File: src/hw/rv_pkg.sv
// ~~~~~~~~~~~~~~~~~~~~~~~~~~~~~~~~~~~~~~~~
// RV32IM core shared definitions
// widths, major opcodes and the operation
// encodings passed between the core units
// ~~~~~~~~~~~~~~~~~~~~~~~~~~~~~~~~~~~~~~~~

package rv_pkg;

  localparam int XLEN       = 32;
  localparam int REG_ADDR_W = 5;
  localparam int NUM_REGS   = 32;
  // one quotient bit per divider iteration
  localparam int DIV_STEPS  = 32;

  // major opcodes from the base ISA map
  typedef enum logic [6:0] {
    OP_LUI      = 7'b0110111,
    OP_AUIPC    = 7'b0010111,
    OP_JAL      = 7'b1101111,
    OP_JALR     = 7'b1100111,
    OP_BRANCH   = 7'b1100011,
    OP_REG_IMM  = 7'b0010011,
    OP_REG_REG  = 7'b0110011,
    OP_MISC_MEM = 7'b0001111,
    OP_ENVIRON  = 7'b1110011
  } opcode_e;

  // 17 operations, so one bit wider than a nibble
  typedef enum logic [4:0] {
    ALU_ADD,
    ALU_SUB,
    ALU_SLL,
    ALU_SLT,
    ALU_SLTU,
    ALU_XOR,
    ALU_SRL,
    ALU_SRA,
    ALU_OR,
    ALU_AND,
    ALU_LUI,
    // branch compares, result on branch_taken
    ALU_BEQ,
    ALU_BNE,
    ALU_BLT,
    ALU_BGE,
    ALU_BLTU,
    ALU_BGEU
  } alu_op_e;

  typedef enum logic [3:0] {
    MD_NONE,
    MD_MUL,
    MD_MULH,
    MD_MULHSU,
    MD_MULHU,
    MD_DIV,
    MD_DIVU,
    MD_REM,
    MD_REMU
  } md_op_e;

  typedef enum logic [1:0] {WB_NONE, WB_ALU, WB_MULDIV, WB_LINK} wb_sel_e;

  typedef enum logic [1:0] {PC_SEQ, PC_BRANCH, PC_JAL, PC_JALR} pc_sel_e;

endpackage

File: src/hw/rv_regfile.sv
// ~~~~~~~~~~~~~~~~~~~~~~~~~~~~~~~~~~~~~~~~
// Integer register file, 32 x XLEN
// two combinational reads, one sync write
// ~~~~~~~~~~~~~~~~~~~~~~~~~~~~~~~~~~~~~~~~

module rv_regfile import rv_pkg::*; (
  input  logic                  clk,
  input  logic                  rst,
  input  logic                  we,
  input  logic [REG_ADDR_W-1:0] rd,
  input  logic [XLEN-1:0]       rd_data,
  input  logic [REG_ADDR_W-1:0] rs1,
  input  logic [REG_ADDR_W-1:0] rs2,
  output logic [XLEN-1:0]       rs1_data,
  output logic [XLEN-1:0]       rs2_data
);

  logic [XLEN-1:0] regs [NUM_REGS];

  assign rs1_data = regs[rs1];
  assign rs2_data = regs[rs2];

  // x0 is cleared on reset and never written, so it reads as zero
  always_ff @(posedge clk) begin
    if (rst) begin
      for (int i = 0; i < NUM_REGS; i++) begin
        regs[i] <= '0;
      end
    end else if (we && rd != '0) begin
      regs[rd] <= rd_data;
    end
  end

endmodule

File: config.mk
export PLATFORM = sky130hd
export DESIGN_NAME = rv_regfile
export DESIGN_NICKNAME = d
export VERILOG_FILES = /design/src/hw/rv_pkg.sv /design/src/hw/rv_regfile.sv
export SDC_FILE = /design/constraint.sdc
export NUM_CORES = 2
export LEC_CHECK = 0
export ABC_AREA = 1
export BUFFER_PORTS_ARGS = -buffer_cell sky130_fd_sc_hd__buf_4
export CAP_MARGIN = 10
export CORE_MARGIN = 1
export CORE_UTILIZATION = 31
export DETAILED_ROUTE_END_ITERATION = 16
export GPL_TIMING_DRIVEN = 0
export PLACE_DENSITY = 0.54
export REMOVE_ABC_BUFFERS = 1
export SETUP_SLACK_MARGIN = 0.3
export SYNTH_ARGS = -nofsm -noshare
export SYNTH_HDL_FRONTEND = slang
export SYNTH_SLANG_ARGS = --single-unit
File: constraint.sdc
create_clock -name clk -period 5.5 [get_ports clk]
set_input_delay 1.375 -clock clk [delete_from_list [all_inputs] [get_ports clk]]
set_output_delay 1.375 -clock clk [all_outputs]
set_load 0.01 [all_outputs]
## After elaboration in Yosys (flattened, before gate mapping)

Memories as Yosys holds them, arrays and structs flattened.
Cells that the tools add are included.

- Register bits after elaboration: 0
- RAM bits: 1,024
- Input bits: 50
- Output and inout port bits: 64
- Logic and storage cells: 12
- Memories kept: 1

- Muxes and demuxes: 8
- Reduce and logical (&&, ||, !) cells: 3

Memories:

| memory | depth | width | rd ports | clocked after memory_dff | write ports | RTL line | RTL |
|---|---|---|---|---|---|---|---|
| regs | 32 | 32 | 2 | 0 | 32 | rv_regfile.sv:18 | `logic [XLEN-1:0] regs [NUM_REGS];` |

Operators by type and width:

| operator | number |
|---|---|
| $mux 32 | 1 |
| $reduce_or 32->1 | 1 |
| $mux 1 | 6 |
| $mux 5 | 1 |
| $reduce_bool 5->1 | 1 |
| $logic_and 1x1->1 | 1 |

## Longest topological paths before layout

- Depth after elaboration: 7
- Gate-level depth with buffers: 12
- Mapped depth without buffers: 9

## Least setup slack after synthesis

Ideal clock, no wire load.

- Kind: input to output
- Start: input rs2[0]
- End: output rs2_data[10]
- Data arrival time: 2.396 ns
- Data required time: 4.125 ns
- Setup slack: 1.729 ns
- Stages on the path: 12
- Path buffers: 3
- Cell sequence: buf_4 -> inv_4 -> buf_4 -> buf_6 -> nand2_1 -> nand3_1 -> nand3_1 -> nand2_1 -> nand2_1 -> nand2_1 -> nand2_1 -> nand2_1

- Longest elaborated chain between the ends: 1

Ends and longest elaborated chain:

| what | RTL line | RTL |
|---|---|---|
| from (decl) | rv_regfile.sv:13 | `input logic [REG_ADDR_W-1:0] rs2,` |
| $mem_v2 32x32 | - |  |
| to (decl) | rv_regfile.sv:15 | `output logic [XLEN-1:0] rs2_data` |

No other way between the ends.

## Worst setup path after layout

- Start: input rs1[1]
- End: output rs1_data[30]

- Longest elaborated chain between the ends: 1

Ends and longest elaborated chain:

| what | RTL line | RTL |
|---|---|---|
| from (decl) | rv_regfile.sv:12 | `input logic [REG_ADDR_W-1:0] rs1,` |
| $mem_v2 32x32 | - |  |
| to (decl) | rv_regfile.sv:14 | `output logic [XLEN-1:0] rs1_data,` |

No other way between the ends.

==> results.cfg <==
[outcome]
status = finished, final reports clean

[placed_design]
hpwlAfterDp_mm = 125.0
dpl.cell_count = 9146
port_buffers = 113
gp_congestion = 0.7693
post-place-ws_ps = -1339

[clock_network]
clk_path_buf_depth = 3
clk_pin_slew_ps = 60
cts-root-buf = clkbuf_16
numCtsBuffers = 110
cts_tree = built
htree_levels = 3
clock-sinks = 1024

[global_routing]
grt_overflow = 0
grt_pass1_wl_mm = 357.9
grtUsageTotal_pct = 26.82
grt_max_degree = 95
first_global_vias = 50400
antenna_found_initial = 9

[synth]
ys_warn_count = 0
syn-cell-area_mm2 = 0.05663
ys_ff_latch = 1024
synth.most_common_cell = nand2_1
yosysSeqAreaShare_pct = 54.29
ys_top_cells_by_count = 2942 x nand2_1, 1537 x nand3_1, 1024 x edfxtp_1
synth_area_per_cell_um2 = 7.876
netlist.area_leader.share_pct = 54.29
synthArstFlopShare_pct = 0
synth.distinct_cells = 16
ys.flop_type = edfxtp_1
synth_cells = 7191
yosysTopAreaCell = edfxtp_1
ys_top_cells_by_area = edfxtp_1 54%, nand2_1 19%, nand3_1 14%
synth_enable_flop_cells = 1024

[floorplan]
start_util_pct = 31.27
fp.dieH_um = 429.4
io-pin-count = 114
placementRows = 156
die_area_mm2 = 0.1844
die_w_um = 429.4
coreArea_mm2 = 0.1811

[min_path]
hp-class = input pin to flop

[power_and_ir_drop]
ir_worst_vdd_mv = 0.2516
p_leak_nw = 27.30
p_per_area_mw_per_mm2 = 309.1

[cells_and_area]
post-route-util_pct = 35.97
nNetsFinal = 7015
regMostFlops = regs
instances_no_fill = 9432
largest_reg_flops = 1024
drive_gt1_share_pct = 7.140
reg_top3 = regs x1024
area_growth_pct = 15.04

[sta]
finalCritPeriodShare_pct = 94.63
period_minus_slack_ps = 5205
worst_slew_pin_slew_ps = 1249
fmax_mhz = 192.1
fin_ws_ps = 295.2
tns_ps = 0
slew_headroom_pct = 16.65
slew_violations = 0
whs_ps = 1156
setup_viol = 0
hold_viol_final = 0
rsz0062_at_grt = yes

[routing]
route.vias.total = 53510
dr.pass1.iters = 7
wire_per_inst_um = 27.46
drt_iter0_drc = 7334
vias_per_cell = 5.674
remaining_drc_errors = 0
wl_mm = 259.0
postRouteAntennaNets = 0

[critical_path]
critPathRequiredTime_ps = 4120
arrival_ps = 3830
critPathCaptureType = primary output
critPathKind = input pin to primary output
crit_fanout = 54
startpoint_type = input pin

[run]
maxCapViolCount = 0
-- power breakdown --
group / switching (mW) / internal [mW]
logic: 2.13 / 0.869
clock network: 3.41 / 4.49
registers: 0.216 / 9.02
total: 5.75 / 14.4
-- final cells by class --
cell class,count,area [um^2]
timing repair inverter,9,96.34
fill,18140,116000
sequential,1024,30750
inverter,54,324.1
antenna,3,7.507
clock inverter,80,884.6
clock buffer,126,2834
multi-input combinational,5515,22940
timing repair buffer,251,4349
tap,2370,2965
-- metal layers --
layer,track usage (%),up-vias,wire (um)
met4,18.55,12,19610
met1,32.28,25420,92160
met2,43.76,3858,118900
met3,4.536,1025,28260
li1,-,23200,-
met5,0,-,80
-- final timing paths --
kind / from / end / slack, ps / cells past startpoint
min: rd_data[12] / regs[2][12] / 1160 / 3
max: rs1[1] / rs1_data[30] / 300 / 13
-- layout by cell type, fill, tap and decap left out, types with 7 or more instances in the layout --
master         n
buf_16        49
edfxtp_1    1024
nand3_1     1537
bufbuf_16     29
clkinv_1      25
conb_1        32
inv_6          7
clkinv_2      22
nand2_2       41
inv_1         43
bufinv_16     17
clkbuf_16    121
buf_12        46
clkinvlp_4     8
clkbuf_1      15
nand2_1     2875
nand2_4       26
nor2_1       993
nor3_1         7
buf_4        116
-- worst max-delay path, cell delays in order --
cell	delay (ps)
buf_16	190
buf_16	260
inv_16	260
buf_16	270
buf_16	350
nand3_1	130
nand3_1	100
nand2_1	70
nand2_1	80
nand2_1	140
nand2_1	180
nand2_1	120
buf_4	160
-- metrics by stage --
stage	total power [mW]	area (um^2)
2_1_floorplan	10.74	53600
3_3_place_gp	12.12	57410
3_5_place_dp	12.04	59430
4_1_cts	20.01	64640
5_1_grt	20.63	65150
6_report	20.14	65150
-- kinds of logic after synthesis --
group / share of synthesized area (%)
buf+inv: 5.930
flops: 54.29
other cells: 0.006621
simple gates: 39.77
-- what timing repair did --
action / in CTS / in global routing
buffers inserted: 3 / 10
pin swaps: 0 / 0
endpoints found under the setup margin: 64 / 63
hold buffers: 0 / 0
gates resized for setup: 28 / 15
gates cloned: 50 / 12
No activity file was read; power rests on OpenSTA's default activity.
