File: src/hw/rv_pkg.sv
// ~~~~~~~~~~~~~~~~~~~~~~~~~~~~~~~~~~~~~~~~
// RV32IM core shared definitions
// widths, major opcodes and the operation
// encodings passed between the core units
// ~~~~~~~~~~~~~~~~~~~~~~~~~~~~~~~~~~~~~~~~

package rv_pkg;

  localparam int XLEN       = 32;
  localparam int REG_ADDR_W = 5;
  localparam int NUM_REGS   = 32;
  // one quotient bit per divider iteration
  localparam int DIV_STEPS  = 32;

  // major opcodes from the base ISA map
  typedef enum logic [6:0] {
    OP_LUI      = 7'b0110111,
    OP_AUIPC    = 7'b0010111,
    OP_JAL      = 7'b1101111,
    OP_JALR     = 7'b1100111,
    OP_BRANCH   = 7'b1100011,
    OP_REG_IMM  = 7'b0010011,
    OP_REG_REG  = 7'b0110011,
    OP_MISC_MEM = 7'b0001111,
    OP_ENVIRON  = 7'b1110011
  } opcode_e;

  // 17 operations, so one bit wider than a nibble
  typedef enum logic [4:0] {
    ALU_ADD,
    ALU_SUB,
    ALU_SLL,
    ALU_SLT,
    ALU_SLTU,
    ALU_XOR,
    ALU_SRL,
    ALU_SRA,
    ALU_OR,
    ALU_AND,
    ALU_LUI,
    // branch compares, result on branch_taken
    ALU_BEQ,
    ALU_BNE,
    ALU_BLT,
    ALU_BGE,
    ALU_BLTU,
    ALU_BGEU
  } alu_op_e;

  typedef enum logic [3:0] {
    MD_NONE,
    MD_MUL,
    MD_MULH,
    MD_MULHSU,
    MD_MULHU,
    MD_DIV,
    MD_DIVU,
    MD_REM,
    MD_REMU
  } md_op_e;

  typedef enum logic [1:0] {WB_NONE, WB_ALU, WB_MULDIV, WB_LINK} wb_sel_e;

  typedef enum logic [1:0] {PC_SEQ, PC_BRANCH, PC_JAL, PC_JALR} pc_sel_e;

endpackage

File: src/hw/rv_muldiv.sv
// ~~~~~~~~~~~~~~~~~~~~~~~~~~~~~~~~~~~~~~~~
// Multiply / divide unit
// single-cycle multiply, iterative restoring
// divide that stalls the core until done
// ~~~~~~~~~~~~~~~~~~~~~~~~~~~~~~~~~~~~~~~~

module rv_muldiv import rv_pkg::*; (
  input  logic            clk,
  input  logic            rst,
  input  md_op_e          md_op,
  input  logic [XLEN-1:0] a,
  input  logic [XLEN-1:0] b,
  output logic [XLEN-1:0] md_result,
  output logic            md_stall
);

  typedef enum logic [1:0] {IDLE, RUN, DONE} div_state_e;

  div_state_e                    state;
  logic [$clog2(DIV_STEPS)-1:0] step;
  logic [XLEN-1:0]               quo;
  logic [XLEN-1:0]               rem;
  logic [XLEN-1:0]               dvsr;
  logic [XLEN-1:0]               dvnd_raw;
  logic                          neg_quo;
  logic                          neg_rem;
  logic                          div_zero;
  logic                          is_div;
  logic                          is_signed_div;
  logic                          a_signed;
  logic                          b_signed;
  logic signed [2*XLEN+1:0]      prod;
  logic [XLEN-1:0]               a_mag;
  logic [XLEN-1:0]               b_mag;
  logic [XLEN:0]                 rem_shift;
  logic [XLEN+1:0]               trial;
  logic [XLEN-1:0]               quo_fix;
  logic [XLEN-1:0]               rem_fix;

  assign is_div        = md_op inside {MD_DIV, MD_DIVU, MD_REM, MD_REMU};
  assign is_signed_div = md_op inside {MD_DIV, MD_REM};

  // one 33x33 signed multiplier covers all four signedness cases
  assign a_signed = md_op inside {MD_MULH, MD_MULHSU};
  assign b_signed = (md_op == MD_MULH);
  assign prod = $signed({a_signed & a[XLEN-1], a}) * $signed({b_signed & b[XLEN-1], b});

  assign a_mag = (is_signed_div && a[XLEN-1]) ? -a : a;
  assign b_mag = (is_signed_div && b[XLEN-1]) ? -b : b;

  // next dividend bit shifted in, then a trial subtract
  assign rem_shift = {rem, quo[XLEN-1]};
  assign trial     = {1'b0, rem_shift} - {2'b00, dvsr};

  always_ff @(posedge clk) begin
    if (rst) begin
      state <= IDLE;
      step  <= '0;
    end else begin
      case (state)
        IDLE: begin
          step <= '0;
          if (is_div) begin
            state <= RUN;
          end
        end
        RUN: begin
          step <= step + 1'b1;
          if (step == ($clog2(DIV_STEPS))'(DIV_STEPS - 1)) begin
            state <= DONE;
          end
        end
        default: state <= IDLE;
      endcase
    end
  end

  always_ff @(posedge clk) begin
    if (state == IDLE) begin
      quo      <= a_mag;
      rem      <= '0;
      dvsr     <= b_mag;
      dvnd_raw <= a;
      neg_quo  <= is_signed_div && (a[XLEN-1] ^ b[XLEN-1]);
      neg_rem  <= is_signed_div && a[XLEN-1];
      div_zero <= (b == '0);
    end else if (state == RUN) begin
      if (trial[XLEN+1]) begin
        rem <= rem_shift[XLEN-1:0];
        quo <= {quo[XLEN-2:0], 1'b0};
      end else begin
        rem <= trial[XLEN-1:0];
        quo <= {quo[XLEN-2:0], 1'b1};
      end
    end
  end

  // most-negative / -1 already comes out right from the magnitudes
  assign quo_fix = div_zero ? '1 : (neg_quo ? -quo : quo);
  assign rem_fix = div_zero ? dvnd_raw : (neg_rem ? -rem : rem);

  always_comb begin
    case (md_op)
      MD_MUL:                        md_result = prod[XLEN-1:0];
      MD_MULH, MD_MULHSU, MD_MULHU:  md_result = prod[2*XLEN-1:XLEN];
      MD_DIV, MD_DIVU:               md_result = quo_fix;
      MD_REM, MD_REMU:               md_result = rem_fix;
      default:                       md_result = '0;
    endcase
  end

  assign md_stall = is_div && (state != DONE);

endmodule

File: config.mk
export PLATFORM = sky130hd
export DESIGN_NAME = rv_muldiv
export DESIGN_NICKNAME = d
export VERILOG_FILES = /design/src/hw/rv_pkg.sv /design/src/hw/rv_muldiv.sv
export SDC_FILE = /design/constraint.sdc
export NUM_CORES = 2
export LEC_CHECK = 0
export BUFFER_PORTS_ARGS = -buffer_cell sky130_fd_sc_hd__buf_4
export CAP_MARGIN = 20
export CORE_MARGIN = 4
export CORE_UTILIZATION = 35
export CTS_CLUSTER_DIAMETER = 30
export DETAILED_ROUTE_END_ITERATION = 8
export PLACE_DENSITY_LB_ADDON = 0.3
export SLEW_MARGIN = 20
export SYNTH_ARGS = -nofsm -noshare
export SYNTH_HDL_FRONTEND = slang
export SYNTH_SLANG_ARGS = --single-unit
File: constraint.sdc
create_clock -name clk -period 38.7 [get_ports clk]
set_input_delay 7.74 -clock clk [delete_from_list [all_inputs] [get_ports clk]]
set_output_delay 7.74 -clock clk [all_outputs]
set_load 0.05 [all_outputs]
# After elaboration in Yosys (flattened, before gate mapping)
# Index checks and enable logic that the tools add are counted.
# Widths: inputs -> output; s select.
# totals
rom_bits,0
mem_bits_rw,0
out_inout_bits,33
memories,0
regBits,138
latch_bits,0
in_bits,70
word_cells,61
# op_classes
mux,15
reduce_logical,14
multipliers,1
div_mod_pow,0
n_lt_le_gt_ge,0
shift,0
bitwise,3
eq_ne,13
n_addsub,6
# op_table
cell,count
$mux 32,9
$neg 32->32,4
$pmux 32 s4,1
$mul 33x33->64,1
$sub 33x32->34,1
$logic_not 32->1,1
$eq 4x3->1 const B,4
$pmux 5 s2,1
$eq 4x2->1 const B,2
$ne 2x2->1 const B,3
$reduce_bool 2->1,3
$add 5x1->5 const B,1
$eq 5x5->1 const B,1
$eq 4x1->1 const B,1
$eq 4x4->1 const B,1
$logic_and 1x1->1,4
$mux 2,2
$pmux 2 s2,1
$reduce_bool 4->1,1
$reduce_or 2->1,2
$reduce_or 3->1,1
$and 1x1->1,2
$eq 2x1->1 const B,1
$logic_not 2->1,1
other kinds (3),3

# Logic depth before layout (Yosys ltp)
# logic_depth
word_depth,5
ltp_mapped,31
mapped_depth_nobuf,29

# Least setup slack after synthesis
# No wires, ideal clock.
# synth_timing
kind,input -> output
start,in md_op[1]
end,out md_result[23]
path_slack_ns,14.459
path_buffers,3
cell_stages,29
t_arrival_ns,16.501
t_required_ns,30.960
path_cell_list,clkbuf_1 and3_1 clkbuf_1 nand2_1 fa_1 fa_1 inv_1 fa_1 inv_1 fa_1 inv_1 fa_1 fa_1 fa_1 inv_1 fa_1 inv_1 ha_1 clkbuf_1 nand3_1 nor3_1 nand4_1 nor3_1 o21ai_0 nand3_1 a211oi_1 o21a_1 xor2_1 o21ai_0
# synth_between
elab_chain_len,5
elab_cells_between_ends,16
classes_between,1 x mul; 8 x eq/ne; 1 x mux; 2 x bitwise; 4 x reduce/logical
# synth_rtl
element,line,text
"start, declared",rv_muldiv.sv:10,"input md_op_e md_op,"
"$eq 4x2->1, on equally long branches","rv_muldiv.sv:44, rv_muldiv.sv:45, rv_muldiv.sv:103",
$reduce_bool 2->1,rv_muldiv.sv:44,"assign a_signed = md_op inside {MD_MULH, MD_MULHSU};"
$and 1x1->1,rv_muldiv.sv:46,"assign prod = $signed({a_signed & a[XLEN-1], a}) * $signed({b_signed & b[XLEN-1], b});"
$mul 33x33->64,rv_muldiv.sv:46,
$pmux 32 s4 (*),rv_muldiv.sv:103,case (md_op)
"end, declared",rv_muldiv.sv:13,"output logic [XLEN-1:0] md_result,"
# Every way passes the cells marked *; elsewhere a longest branch is shown, timed or not.

# Final worst setup path
# layout_timing
start,in a[31]
end,out md_result[29]
# layout_between
elab_chain_len,3
# layout_rtl
element,line,text
"start, declared",rv_muldiv.sv:11,"input logic [XLEN-1:0] a,"
$and 1x1->1,rv_muldiv.sv:46,
$mul 33x33->64 (*),rv_muldiv.sv:46,
$pmux 32 s4 (*),rv_muldiv.sv:103,
# Marked as above.

==> results_dict.tcl <==
set metrics [dict create \
    status "finished, final reports clean" \
    avgViaCountPerCell 5.17 \
    synth_seq_cells 138 \
    layout.nets 6772 \
    cap_violations 0 \
    critPathLaunchType "input pin" \
    met3_usage 0.0290 \
    drv_slew 0 \
    skew_ns 0.0180 \
    first_pass_iters 6 \
    grt.total_usage 0.213 \
    cts_tree "yes" \
    h-tree-depth 4 \
    cts-root-buf "clkbuf_16" \
    worst_pin_slew_ns 1.15 \
    grt_pass1_wl_microns 235000 \
    dpl_cell_area_sq_mm 0.0503 \
    maxSlewHeadroom 0.236 \
    hold_class "reg2reg" \
    drive_above_1_share 0.0373 \
    synth_warnings 0 \
    io_buffers 102 \
    finish.utilization 0.371 \
    synth_area_sq_mm 0.0483 \
    hold_violations 0 \
    met2_usage 0.345 \
    initial_core_util 0.352 \
    finalWirelength_microns 151000 \
    globalRouteOverflowTotal 0 \
    layout.cells.non_filler 7134 \
    grt.met1_usage 0.297 \
    vias 36900 \
    gp_congestion 0.945 \
    period_share 0.641 \
    rows 136 \
    synth_cell_types 77 \
    synth_nets 6951 \
    required_ns 30.96 \
    areaGrowthSynthToFinish_pct 5.45 \
    synth-async-reset-ratio 0 \
    cts_sinks 138 \
    clk_latency_ns 0.44 \
    clk_pin_slew_ns 0.06 \
    fillCellCount 14000 \
    dpl.hpwl_microns 117000 \
    crit_type "in2out" \
    grt_start_max_net_pins 64 \
    synth_area_per_cell_sq_um 8.77 \
    dp_cells 7099 \
    fmax_ghz 0.0403 \
    rsz0062_at_grt "no" \
    cp-end-kind "output port" \
    clockBufferDepth 2 \
    dieWidth_microns 379 \
    grt_pass1_vias 38800 \
    stdcell_area_sq_mm 0.0509 \
    ctsHoldBuffers 0 \
    synth_cells 5504 \
    finalSetupViolations 0 \
    cts_setup_buffers 0 \
    core_area_sq_mm 0.137 \
    cts.repair.resized 0 \
    io_pins 103 \
    antenna_found_initial 6 \
    fin_crit_ns 24.82 \
    drt_iter0_markers 2904 \
    final-seq-area_sq_mm 0.00375 \
    cts_inserted_buffers 17 \
    synthFlopType "edfxtp_1" \
    path_max_fanout 37 \
    synth_edf_count 99 \
    multi_input_area_sq_mm 0.0386 \
    seq_area_frac_synth 0.0777 \
    drc 0 \
    die_y_microns 379 \
    die-area_sq_mm 0.144 \
    routedWlPerCell_microns 21.1 \
    arrival_ns 17.08 \
    busiest_layer "met2" \
    setup_tns_ns 0 \
    ant_nets 0 \
]
==> cell families (layout without fill, tap and decap cells) <==
logic type               after synthesis  count (layout)  synth area share
flip-flops                           138             138            0.0777
buffers and inverters               1579            1413             0.123
other                                  0               2                 0
AO/OA/AOI/OAI                        617             617            0.0795
multiplexers                          11              11           0.00231
XOR/XNOR                             205             205            0.0372
AND/OR/NAND/NOR                     1577            1577             0.149
adder cells (fa/ha/maj)             1377            1377             0.532
==> final timing paths <==
kind,slack (ns),to,cells after the start,from
max,13.88,md_result[29],27,a[31]
min reg2reg,0.48,step[2],2,step[2]
max reg2reg,34.59,rem[3],12,quo[31]
min,0.48,step[2],2,step[2]
==> through the flow <==
| stage | hold WS, ns | setup slack [ns] |
|---|---|---|
| 3_5_place_dp | 0.471 | 13.73 |
| 2_1_floorplan | 0.442 | 14.46 |
| 5_1_grt | 0.536 | 13.35 |
| 3_3_place_gp | 0.466 | 13.79 |
| 6_report | 0.483 | 13.88 |
| 4_1_cts | 0.482 | 13.68 |
==> state kept, by name (all words and copies together), names as in the netlist <==
register / cells
div_zero: 1
dvnd_raw: 32
dvsr: 32
neg_quo: 1
neg_rem: 1
quo: 32
rem: 32
state: 2
step: 5
==> area by class of cell <==
cell class,count,area share
Multi-Input combinational cell,3787,0.759
Antenna cell,2,0.0000983
Sequential cell,138,0.0737
Clock buffer,18,0.00843
Timing Repair Buffer,136,0.0203
Tap cell,1794,0.0441
Inverter,1245,0.0918
Clock inverter,14,0.00312
==> cells in the mapped netlist (all sizes together), types with 23 or more instances <==
library cell / count / area, sq um
a21o: 44 / 330
xnor2: 105 / 920
ha: 251 / 3140
xor2: 100 / 876
edfxtp: 99 / 2970
inv: 1244 / 4670
or3: 23 / 159
fa: 1126 / 22500
buf: 37 / 141
nand2: 938 / 3520
a21oi: 175 / 876
and2: 290 / 1810
o21ai: 193 / 970
o31ai: 35 / 277
dfxtp: 39 / 781
clkbuf: 297 / 1110
nand3: 33 / 165
nor2: 138 / 518
nor3: 29 / 145
==> metal layers <==
| layer | routed length, microns | vias up |
|---|---|---|
| met3 | 11600 | 195 |
| met5 | 0 | - |
| li1 | - | 16100 |
| met1 | 64700 | 19200 |
| met2 | 69000 | 1406 |
| met4 | 5430 | 0 |
==> critical path, cell delays in order <==
cell and delay [ns]:
buf_4 0.43, and3_1 0.24, buf_4 0.38, nand2_1 0.16, inv_1 0.15, fa_1 0.41
inv_1 0.25, fa_1 0.45, inv_1 0.11, fa_2 0.55, inv_1 0.28, fa_1 0.58
inv_1 0.53, fa_1 0.55, fa_1 0.52, fa_1 0.50, inv_1 0.05, fa_1 0.48
inv_1 0.04, ha_1 0.45, nand4_1 0.17, o41ai_1 0.93, a41oi_1 0.36, a21oi_1 0.28
a221oi_2 0.08, o21ai_0 0.12, buf_4 0.23
==> placed cells by master (no fill, tap or decap), types with 22 or more instances in the layout <==
master	count
edfxtp_1	99
a21oi_1	175
buf_4	135
xnor2_1	105
a21o_1	44
o21ai_0	188
inv_1	1243
ha_1	251
dfxtp_1	39
nand3_1	33
nor3_1	29
nand4_1	22
and2_1	290
nand2_1	937
nor2_1	137
o31ai_1	34
xor2_1	100
fa_1	1125
Power is not shown: default switching activity piles up to over one toggle a cycle in this logic, so the estimate is an artifact.
