## src/hw/rv_pkg.sv

```systemverilog
// ~~~~~~~~~~~~~~~~~~~~~~~~~~~~~~~~~~~~~~~~
// RV32IM core shared definitions
// widths, major opcodes and the operation
// encodings passed between the core units
// ~~~~~~~~~~~~~~~~~~~~~~~~~~~~~~~~~~~~~~~~

package rv_pkg;

  localparam int XLEN       = 32;
  localparam int REG_ADDR_W = 5;
  localparam int NUM_REGS   = 32;
  // one quotient bit per divider iteration
  localparam int DIV_STEPS  = 32;

  // major opcodes from the base ISA map
  typedef enum logic [6:0] {
    OP_LUI      = 7'b0110111,
    OP_AUIPC    = 7'b0010111,
    OP_JAL      = 7'b1101111,
    OP_JALR     = 7'b1100111,
    OP_BRANCH   = 7'b1100011,
    OP_REG_IMM  = 7'b0010011,
    OP_REG_REG  = 7'b0110011,
    OP_MISC_MEM = 7'b0001111,
    OP_ENVIRON  = 7'b1110011
  } opcode_e;

  // 17 operations, so one bit wider than a nibble
  typedef enum logic [4:0] {
    ALU_ADD,
    ALU_SUB,
    ALU_SLL,
    ALU_SLT,
    ALU_SLTU,
    ALU_XOR,
    ALU_SRL,
    ALU_SRA,
    ALU_OR,
    ALU_AND,
    ALU_LUI,
    // branch compares, result on branch_taken
    ALU_BEQ,
    ALU_BNE,
    ALU_BLT,
    ALU_BGE,
    ALU_BLTU,
    ALU_BGEU
  } alu_op_e;

  typedef enum logic [3:0] {
    MD_NONE,
    MD_MUL,
    MD_MULH,
    MD_MULHSU,
    MD_MULHU,
    MD_DIV,
    MD_DIVU,
    MD_REM,
    MD_REMU
  } md_op_e;

  typedef enum logic [1:0] {WB_NONE, WB_ALU, WB_MULDIV, WB_LINK} wb_sel_e;

  typedef enum logic [1:0] {PC_SEQ, PC_BRANCH, PC_JAL, PC_JALR} pc_sel_e;

endpackage

```

## src/hw/rv_commit.sv

```systemverilog
// ~~~~~~~~~~~~~~~~~~~~~~~~~~~~~~~~~~~~~~~~
// Commit unit
// owns pc and halt, picks the write-back
// value and drives the retire port
// ~~~~~~~~~~~~~~~~~~~~~~~~~~~~~~~~~~~~~~~~

module rv_commit import rv_pkg::*; (
  input  logic                  clk,
  input  logic                  rst,
  input  wb_sel_e               wb_sel,
  input  pc_sel_e               pc_sel,
  input  logic                  is_ecall,
  input  logic [REG_ADDR_W-1:0] rd,
  input  logic [XLEN-1:0]       alu_result,
  input  logic                  branch_taken,
  input  logic [XLEN-1:0]       md_result,
  input  logic                  md_stall,
  input  logic [XLEN-1:0]       imm,
  output logic [XLEN-1:0]       pc,
  output logic                  halt,
  output logic                  rf_we,
  output logic [REG_ADDR_W-1:0] rf_rd,
  output logic [XLEN-1:0]       rf_wdata,
  output logic                  retire_valid,
  output logic [XLEN-1:0]       retire_pc,
  output logic                  retire_we,
  output logic [REG_ADDR_W-1:0] retire_rd,
  output logic [XLEN-1:0]       retire_data
);

  logic [XLEN-1:0] link;
  logic [XLEN-1:0] target;
  logic [XLEN-1:0] next_pc;
  logic            advance;

  assign link    = pc + XLEN'(4);
  assign target  = pc + imm;
  // the divider stall and halt are the only things that hold pc
  assign advance = !md_stall && !halt;

  always_comb begin
    case (wb_sel)
      WB_ALU:    rf_wdata = alu_result;
      WB_MULDIV: rf_wdata = md_result;
      WB_LINK:   rf_wdata = link;
      default:   rf_wdata = '0;
    endcase
  end

  assign rf_rd = rd;
  assign rf_we = advance && (wb_sel != WB_NONE) && (rd != '0);

  always_comb begin
    case (pc_sel)
      PC_BRANCH: next_pc = branch_taken ? target : link;
      PC_JAL:    next_pc = target;
      PC_JALR:   next_pc = {alu_result[XLEN-1:1], 1'b0};
      default:   next_pc = link;
    endcase
  end

  always_ff @(posedge clk) begin
    if (rst) begin
      pc           <= '0;
      halt         <= 1'b0;
      retire_valid <= 1'b0;
      retire_we    <= 1'b0;
    end else begin
      retire_valid <= advance;
      retire_we    <= rf_we;
      // ecall leaves pc on itself
      if (advance && is_ecall) begin
        halt <= 1'b1;
      end else if (advance) begin
        pc <= next_pc;
      end
    end
  end

  always_ff @(posedge clk) begin
    if (advance) begin
      retire_pc   <= pc;
      retire_rd   <= rd;
      retire_data <= rf_wdata;
    end
  end

endmodule

```

## config.mk

```make
export PLATFORM = sky130hd
export DESIGN_NAME = rv_commit
export DESIGN_NICKNAME = d
export VERILOG_FILES = /design/src/hw/rv_pkg.sv /design/src/hw/rv_commit.sv
export SDC_FILE = /design/constraint.sdc
export NUM_CORES = 1
export LEC_CHECK = 0
export BUFFER_PORTS_ARGS = -buffer_cell sky130_fd_sc_hd__buf_2
export CORE_MARGIN = 3
export CORE_UTILIZATION = 36
export CTS_CLUSTER_DIAMETER = 80
export CTS_CLUSTER_SIZE = 25
export DETAILED_ROUTE_END_ITERATION = 10
export GPL_TIMING_DRIVEN = 1
export PLACE_DENSITY = 0.7
export SYNTH_ARGS = -nofsm -noshare
export SYNTH_HDL_FRONTEND = slang
export SYNTH_SLANG_ARGS = --single-unit
```

## constraint.sdc

```tcl
create_clock -name clk -period 9.5 [get_ports clk]
set_clock_uncertainty 0.2 [all_clocks]
set_input_delay 1.9 -clock clk [delete_from_list [all_inputs] [get_ports clk]]
set_output_delay 1.9 -clock clk [all_outputs]
set_load 0.01 [all_outputs]
```

### Yosys cells after proc, flatten, opt, wreduce, memory -nomap -nowiden

Cells that the tools add are included.

* bits of input ports: 110
* output and inout bits: 142
* logic and storage cells: 28
* bits in registers: 104

* bitwise gates (word level): 1
* reduce and logical (&&, ||, !) cells: 9
* mux-type cells: 3
* equality and inequality tests: 6
* add/sub/neg operators: 2

Operators with widths (count)
* $pmux W32 S3: 2
* $add A32 B3 Y32 const B: 1
* $add A32 B32 Y32: 1
* $mux W32: 1
* $eq A2 B2 Y1 const B: 4
* $reduce_bool A5 Y1: 1
* $eq A2 B1 Y1 const B: 2
* $logic_and A1 B1 Y1: 4
* $logic_not A1 Y1: 2
* $reduce_and A2 Y1: 1
* $reduce_bool A2 Y1: 1
* $not A1 Y1: 1

### Depth between registers and ports, before layout

Gate-level depths: netlist (run 1).

* depth after elaboration: 5
* mapped depth: 11
* gate-level depth less buffers: 11

### Worst setup path before layout (run 1)

OpenSTA, ideal clock, no wires.

* path type: in2out
* start: input port md_stall
* end: output port rf_we
* setup slack: 1844 ps
* stages on the path: 3
* required time: 7400 ps
* buffers on the path: 0
* arrival time: 5556 ps
* cells stage by stage: nor2_1 > o21ai_0 > a21oi_1

* longest elaborated chain between the ends: 4

Ends and longest elaborated chain
* from (decl): line rv_commit.sv:17 `input logic md_stall,`
* $logic_not A1 Y1: line rv_commit.sv:39 `assign advance = !md_stall && !halt;`
* $logic_and A1 B1 Y1: line rv_commit.sv:39
* $logic_and A1 B1 Y1 (2 in series): line rv_commit.sv:51 `assign rf_we = advance && (wb_sel != WB_NONE) && (rd != '0);`
* to (decl): line rv_commit.sv:21 `output logic rf_we,`

Every way passes these cells.

### Worst setup path in the final report (run 1)

* start: input port wb_sel[1]
* end: output port rf_wdata[1]

* longest elaborated chain between the ends: 2
* elaborated cells between the ends (all ways): 4
* classes of those cells: 3 x eq/ne; 1 x mux

Ends and longest elaborated chain
* from (decl): line rv_commit.sv:10 `input wb_sel_e wb_sel,`
* $eq A2 B2 Y1 / $eq A2 B1 Y1 (equally long branches): line rv_commit.sv:42 `case (wb_sel)`
* $pmux W32 S3 *: line rv_commit.sv:42
* to (decl): line rv_commit.sv:23 `output logic [XLEN-1:0] rf_wdata,`

Every way passes the cells marked *; elsewhere a longest branch is shown, timed or not.

==> results of run 1 <==
[worst max-delay path by stage]
stage | from | endpoint | slack [ps] | cells after the start
after CTS | wb_sel[1] | rf_wdata[1] | 3950 | 6
after global routing | wb_sel[1] | rf_wdata[13] | 3800 | 6
after floorplan | md_stall | rf_we | 1840 | 3
after detailed placement | wb_sel[1] | rf_wdata[31] | 3970 | 6
final | wb_sel[1] | rf_wdata[1] | 3940 | 6
after global placement | wb_sel[1] | rf_wdata[3] | 3970 | 6
[power by group]
group | internal [mW] | total, mW | switching (mW) | leakage (nW)
clock | 0.258 | 0.440 | 0.182 | 0.166
sequential | 0.523 | 0.557 | 0.0339 | 0.974
combinational | 0.133 | 0.328 | 0.195 | 2.71
[cells in the final DEF (no fill, tap or decap), types with 20 or more instances in the layout]
| cell | Yosys | final |
|---|---|---|
| a21oi_1 | 84 | 84 |
| dfxtp_1 | 35 | 35 |
| ha_1 | 32 | 32 |
| xor2_1 | 21 | 21 |
| edfxtp_1 | 69 | 69 |
| nand2_1 | 43 | 43 |
| buf_2 | 0 | 251 |
| a21o_1 | 20 | 20 |
| nor2_1 | 77 | 75 |
| xnor2_1 | 22 | 22 |
| o21ai_0 | 44 | 44 |
| a22o_1 | 32 | 32 |
[layer usage]
layer,vias up,part of all wire (%),GRT usage [%]
li1,3198,-,-
met1,3050,46,32.2
met2,331,44,34.1
met3,32,8.6,5.73
met4,4,1.4,5.05
met5,-,0.088,0
[stage by stage]
step / area (um^2) / hold WS [ps] / util, %
after floorplan: 6740 / 328 / -
after global placement: 8190 / 344 / 45.1
after detailed placement: 8190 / 343 / 45.1
after CTS: 8520 / 355 / 47.0
after global routing: 8530 / 366 / 47.0
final: 8530 / 351 / 47.0
[final cells by class]
type	instances	area [um^2]
fillers	1745	9620
well taps	229	287
clock inverters	6	109
inverters	19	71.3
flip-flops and latches	104	2770
multi-input cells	556	3740
diodes	1	2.50
clock buffers	10	229
repair buffers	259	1320
[worst max-delay path: cells and delay by family]
kind                   cells  cell delay [ps]
AND/OR/NAND/NOR            1              240
AO/OA/AOI/OAI              1              240
buffers and inverters      4             1030
[state kept, by name (all words and copies together), names as in the netlist]
name and count:
halt 1, pc 32, retire_data 32, retire_pc 32
retire_rd 5, retire_valid 1, retire_we 1
[cell families after synthesis]
logic type / count (synthesis) / synth area share (%)
flops: 104 / 41.2
fa+ha+maj: 33 / 6.24
simple gates: 212 / 16.2
xor+xnor: 43 / 5.59
compound gates: 263 / 26.3
mux: 5 / 0.817
buf+inv: 60 / 3.62
[Yosys cell counts (8+ instances only)]
library cell	count	area share, %
a21oi_1	84	6.2
nor2_1	77	4.3
and3_1	8	0.74
nand2_1	43	2.4
dfxtp_1	35	10
ha_1	32	5.9
clkbuf_1	34	1.9
nand3_1	14	1.0
a211oi_1	11	1.2
o21a_1	8	0.89
xnor2_1	22	2.9
a21o_1	20	2.2
o221a_2	11	1.8
a22o_1	32	4.2
inv_1	19	1.1
xor2_1	21	2.7
nor3_1	17	1.3
edfxtp_1	69	31
o21ai_0	44	3.3
==> results_dict.tcl, run 1 <==
set metrics [dict create \
    crit_type "input port to output pin" \
    cts_setup_buffers 0 \
    dpl_worst_slack_ps 3970 \
    numPortBuffers 251 \
    max_slew_margin_pct 38.6 \
    num_vias 6615 \
    cts_buffers 9 \
    yosysWarnings 0 \
    cts_tree "done" \
    finalWirelength_um 23700 \
    initial_core_util_pct 37.1 \
    synth-main-ff-cell "edfxtp_1" \
    rows 49 \
    overflow 0 \
    grt_pass1_wl_um 35500 \
    hp-start "pc[0]" \
    ys_ff_latch 104 \
    required_ps 7400 \
    power.total_mw 1.33 \
    cp.arrival_ps 3460 \
    synthCells 720 \
    worstMarginPinSlew_ps 921 \
    die_area_um2 20400 \
    fin_cells 1184 \
    critPathMaxFanout 61 \
    syn_area_um2 6740 \
    grt_antenna_before_repair 3 \
    drt-pass1-iter-count 5 \
    yosysSeqAreaShare_pct 41.2 \
    clk_latency_ps 360 \
    wire_per_inst_um 20.0 \
    root_buffer "clkbuf_16" \
    drcViolationCount 0 \
    powerDensity_nw_per_um2 155 \
    synth_edf_count 69 \
    cp_slowest_cell "buf_4" \
    leakage_nw 3.85 \
    cts.repair.resized 0 \
    fmax_mhz 180 \
    slowest_delay_ps 480 \
    finalWorstPathRequiredPeriod_ps 5560 \
    syn_avg_cell_area_um2 9.36 \
    grt_pass1_vias 6127 \
    setup_viol 0 \
    holdPathStages 0 \
    grt_start_max_net_pins 70 \
    cts-htree-levels 3 \
    worstRegToRegCells 9 \
    final_max_slew_viol_count 0 \
    finalNetCount 1092 \
    synthArstFlopShare_pct 0 \
    ctsHoldBuffers 0 \
    hp-class "register to register" \
    end_kind "output pin" \
    reg2reg_slack_ps 6090 \
    die-width_um 143 \
    dp_hpwl_um 18200 \
    holdPathEnd "retire_pc[0]" \
    gp_congestion 0.857 \
    maxCapViolCount 0 \
    drtIter0Drc 527 \
    status "finished, final reports clean" \
    fin_crit_sh_pct 58.6 \
    tns_ps 0 \
    vdd.ir_drop.worst_v 0.0000926 \
    synth_cell_type_count 67 \
    rsz0062_at_grt "no" \
    antenna_left 0 \
    clkTransAtPathRegs_ps 80 \
    ios 252 \
    grt_use_total_pct 22.4 \
    syn2layout_area_growth_pct 26.6 \
    dp.cells 1167 \
    reg2reg_to "pc[30]" \
    fin_ws_ps 3940 \
    synthesis.nets 863 \
    core-area_um2 18100 \
    cp_cell_sequence "buf_2 > buf_4 > nor2b_2 > buf_4 > a22o_1 > buf_2" \
    cts.sinks 104 \
    r2r_start "pc[9]" \
    clockBufferDepth 2 \
    routed_via_density 5.59 \
    drive_above_1_share_pct 32.3 \
    chipHeight_um 143 \
    startpoint_type "input port" \
    hold_viol_final 0 \
]
Power figures use the tool's default switching activity.
==> inputs of run 2 (changes only) <==
Settings changed: ABC_AREA set to 1, PLACE_DENSITY 0.7 to 0.68.
Clock period 9.5 ns to 5.44 ns, I/O delays scaled along.
==> results_dict.tcl, run 2 <==
set metrics [dict create \
    fin_cells 1624 \
    yosysMostFrequentCell "nand2_1" \
    synthCells 1109 \
    synth-main-ff-cell "edfxtp_1" \
    maxCapViolCount 0 \
    power_switching_share_pct 35.2 \
    finalWorstPathRequiredPeriod_ps 4280 \
    synthesis.nets 1252 \
    drcViolationCount 0 \
    synth_edf_count 69 \
    clkTransAtPathRegs_ps 80 \
    leakage_nw 4.78 \
    root_buffer "clkbuf_16" \
    synth_common_cells "346 x nand2_1, 164 x inv_1, 119 x nand3_1" \
    crit_type "input port to output pin" \
    finalNetCount 1491 \
    ios 252 \
    routed_via_density 5.19 \
    syn_area_um2 7630 \
    netlist_top_cells_area "edfxtp_1 27%, nand2_1 17%, dfxtp_1 9.2%" \
    end_kind "output pin" \
    clockBufferDepth 2 \
    p_switching_mw 0.809 \
    final_max_slew_viol_count 0 \
    setup_viol 0 \
    syn2layout_area_growth_pct 23.7 \
    ctsHoldBuffers 0 \
    drive_above_1_share_pct 23.1 \
    gp_congestion 0.956 \
    yosysWarnings 0 \
    fin_crit_sh_pct 78.7 \
    fmax_mhz 234 \
    synth_cell_type_count 43 \
    dp.cells 1607 \
    cts_tree "done" \
    largest_registers "pc x32, retire_data x32, retire_pc x32" \
    startpoint_type "input port" \
    synth_top_area_share_pct 27.2 \
    drtIter0Drc 593 \
    powerDensity_nw_per_um2 244 \
    pwr-share-seq_pct 42.4 \
    dp_hpwl_um 23500 \
    grt_antenna_before_repair 1 \
    rows 52 \
    hold_viol_final 0 \
    rsz0062_at_grt "no" \
    overflow 0 \
    die_area_um2 23000 \
    max_slew_margin_pct 36.5 \
    cts-htree-levels 3 \
    wire_per_inst_um 18.4 \
    tns_ps 0 \
    drt-pass1-iter-count 6 \
    status "finished, final reports clean" \
    final_util_pct 45.9 \
    initial_core_util_pct 37.1 \
    grt_start_max_net_pins 72 \
    worstMarginPinSlew_ps 953 \
    vdd.ir_drop.worst_v 0.000127 \
    power.total_mw 2.30 \
    cts_buffers 9 \
    worst_hold_slack_ps 343 \
    die-width_um 152 \
    grt_pass1_wl_um 44300 \
    syn_avg_cell_area_um2 6.88 \
    cts.sinks 104 \
    cp.arrival_ps 2990 \
    internal_power_mw 1.49 \
    numPortBuffers 251 \
    core-area_um2 20600 \
    p_clk_share_pct 30.6 \
    ys_ff_latch 104 \
    cts.repair.resized 0 \
    critPathMaxFanout 18 \
    synth_top_area_cell "edfxtp_1" \
    p_comb_share_pct 27.0 \
    final_cell_mix "346 x nand2_1, 251 x buf_2, 164 x inv_1" \
    grt_pass1_vias 7923 \
    yosysSeqAreaShare_pct 36.3 \
    clk_latency_ps 360 \
    antenna_left 0 \
    final_common_cell "nand2_1" \
    hp-class "register to register" \
    finalWirelength_um 29900 \
    synthArstFlopShare_pct 0 \
    cts_setup_buffers 0 \
    grt_use_total_pct 25.5 \
    required_ps 4150 \
    chipHeight_um 152 \
    num_vias 8421 \
]
-- run 2: worst paths after layout --
check                           startpoint            to  slack (ps)  cells after the start
worst max-delay path             wb_sel[1]  rf_wdata[31]        1160                      6
worst min-delay path                 pc[1]  retire_pc[1]         340                      0
worst max register to register       pc[0]        pc[26]        2630                     15
worst min register to register       pc[1]  retire_pc[1]         340                      0
-- run 2: power by group through the flow --
stage / Combinational [mW] / Sequential [mW] / Clock [mW]
final: 0.621 / 0.977 / 0.704
after floorplan: 0.342 / 1.00 / 0
after global routing: 0.695 / 0.985 / 0.739
after CTS: 0.618 / 0.976 / 0.710
after global placement: 0.612 / 0.993 / 0
after detailed placement: 0.615 / 0.993 / 0
-- run 2: cell families after synthesis --
group / synth area share [%]
flip-flops: 36.3
AND/OR/NAND/NOR: 35.1
buffers and inverters: 10.4
AO/OA/AOI/OAI: 10.6
XOR/XNOR: 2.07
adder cells (fa/ha/maj): 5.51
-- run 2: area by class of cell --
type                            instances  area, um^2
Fill cell                            2160       11100
Clock buffer                            9         225
Clock inverter                          7        76.3
Multi-Input combinational cell        802        4080
Antenna cell                            1        2.50
Tap cell                              270         338
Timing Repair Buffer                  255        1290
Sequential cell                       104        2770
Inverter                              176         661
-- run 2: per-layer routing --
layer  global-route usage, %  up-vias  share of wire (%)  wire length [um]
li1                        -     4111                  -                 -
met2                    41.4      389                 46             13700
met5                       0        -                  0                 0
met3                    3.96       35                9.4              2800
met4                    7.86        0                2.0               590
met1                    34.9     3886                 43             12800
-- run 2: worst max-delay path, cell delays in order --
cell      delay, ps
buf_2           120
nand2_1         430
clkinv_1        740
nand3_1         330
nand3_1         120
buf_2           160
-- run 2: stage by stage --
| stage | worst slack (ps) | instance area [um^2] |
|---|---|---|
| after floorplan | 806 | 7630 |
| after CTS | 1150 | 9440 |
| after detailed placement | 1150 | 9130 |
| after global placement | 1220 | 9130 |
| after global routing | 915 | 9440 |
| final | 1160 | 9440 |
==> inputs of run 3 (changes only) <==
Settings changed: ABC_AREA 1 to 0, PLACE_DENSITY 0.68 to 0.72.
Clock period 5.44 ns to 3.6 ns, I/O delays scaled along.
==> results_dict.tcl, run 3 (synthesis results as in run 1) <==
set metrics [dict create \
    final_cell_mix "251 x buf_2, 83 x a21oi_1, 76 x nor2_1" \
    grt_start_max_net_pins 70 \
    slowest_delay_ps 390 \
    powerDensity_nw_per_um2 386 \
    largest_registers "pc x32, retire_data x32, retire_pc x32" \
    drcViolationCount 0 \
    postPlaceCellArea_um2 8440 \
    grt_pass1_wl_um 34900 \
    gp_congestion 0.888 \
    drtIter0Drc 609 \
    ios 252 \
    drt-pass1-iter-count 5 \
    power_switching_share_pct 32.0 \
    p_clk_share_pct 30.0 \
    final_area_um2 8800 \
    clk_latency_ps 360 \
    startpoint_type "register" \
    chipHeight_um 143 \
    p_comb_share_pct 27.9 \
    num_vias 6687 \
    status "finished, final reports clean" \
    finalWorstPathRequiredPeriod_ps 3450 \
    clkTransAtPathRegs_ps 80 \
    cp.arrival_ps 2530 \
    p_switching_mw 1.09 \
    overflow 0 \
    cts_tree "done" \
    pwr-share-seq_pct 42.1 \
    numPortBuffers 251 \
    drive_above_1_share_pct 35.4 \
    cts-htree-levels 3 \
    cts_buffers 9 \
    root_buffer "clkbuf_16" \
    vdd.ir_drop.worst_v 0.000216 \
    finalNetCount 1130 \
    clockBufferDepth 2 \
    tns_ps 0 \
    grt_antenna_before_repair 4 \
    power.total_mw 3.40 \
    grt_use_total_pct 22.1 \
    max_slew_margin_pct 38.3 \
    hold_viol_final 0 \
    cts.sinks 104 \
    initial_core_util_pct 37.1 \
    required_ps 2680 \
    worstMarginPinSlew_ps 925 \
    dp_hpwl_um 18700 \
    wire_per_inst_um 19.2 \
    grt_pass1_vias 6185 \
    setup_viol 0 \
    rows 49 \
    die_area_um2 20400 \
    cp_cell_sequence "ha_2 > nand3_2 > or2_4 > nor4_4 > buf_4 > nand3_1 > xor2_1 > a21oi_2 > a22o_1 > buf_2" \
    crit_type "register to output pin" \
    leakage_nw 4.02 \
    internal_power_mw 2.31 \
    fin_crit_sh_pct 95.9 \
    hp-class "register to register" \
    finalWirelength_um 23500 \
    routed_via_density 5.46 \
    final_max_slew_viol_count 0 \
    cp_slowest_cell "dfxtp_4" \
    final_common_cell "buf_2" \
    fill_cells 1736 \
    core-area_um2 18100 \
    critPathMaxFanout 7 \
    antenna_left 0 \
    fmax_mhz 290 \
    rsz0062_at_grt "no" \
    syn2layout_area_growth_pct 30.7 \
    end_kind "output pin" \
    die-width_um 143 \
    maxCapViolCount 0 \
]
[run 3: cell count changes in the layout (fill, tap and decap cells not counted), moves of 11 or more]
cell,before,now
buf_4,4,45
a211oi_1,0,11
o221ai_1,12,1
nand2_1,346,43
xnor2_1,6,22
o221a_2,0,11
inv_1,164,19
a21oi_1,58,83
a22o_1,0,32
a21o_1,1,20
nand3_1,119,13
[run 3: per-layer routing]
| layer | track usage (%) | wire length [um] |
|---|---|---|
| met3 | 5.53 | 2100 |
| met4 | 7.30 | 441 |
| met2 | 33.2 | 10200 |
| met1 | 31.2 | 10800 |
| met5 | 0 | 7 |
[run 3: stage by stage]
stage	util [%]	setup WS (ps)	hold slack, ps	std cells
after floorplan	-	428	328	720
after global placement	46.5	148	318	1200
after detailed placement	46.5	127	315	1200
after CTS	48.3	26.2	331	1219
after global routing	48.5	6.14	318	1224
final	48.5	149	303	1224
[run 3: power by group through the flow]
stage	Combinational, mW	Sequential, mW	Clock (mW)
2_1_floorplan	0.485	1.52	0
3_3_place_gp	0.929	1.46	0
6_report	0.949	1.43	1.02
3_5_place_dp	0.936	1.46	0
5_1_grt	1.04	1.44	1.09
4_1_cts	0.941	1.43	1.03
[run 3: layout make-up]
| type | instances | area (um^2) | share of cell area [%] |
|---|---|---|---|
| diodes | 3 | 7.51 | 0.0853 |
| clock buffers | 10 | 229 | 2.60 |
| clock inverters | 6 | 67.6 | 0.767 |
| inverters | 19 | 71.3 | 0.810 |
| multi-input cells | 556 | 3750 | 42.6 |
| flip-flops and latches | 104 | 2780 | 31.6 |
| well taps | 229 | 287 | 3.25 |
| repair buffers | 297 | 1610 | 18.3 |
[run 3: worst max-delay path: cells and delay by family (launching register included)]
family	cells	cell delay, ps
buffers and inverters	2	320
flip-flops	1	390
AND/OR/NAND/NOR	4	690
AO/OA/AOI/OAI	2	390
adder cells (fa/ha/maj)	1	210
XOR/XNOR	1	170
[run 3: what timing repair did]
item / 4_1_cts / 5_1_grt
gates resized for setup: 1 / 6
endpoints found under the setup margin: 9 / 11
cloned: 0 / 0
pin swaps: 2 / 2
hold buffers: 0 / 0
buffers inserted: 3 / 2
[run 3: worst paths after layout]
kind	startpoint	depth (start not counted)	slack, ps	endpoint
max reg2reg	pc[14]	10	470	pc[31]
min	pc[3]	0	300	retire_pc[3]
max	pc[3]	10	150	rf_wdata[24]
min reg2reg	pc[3]	0	300	retire_pc[3]
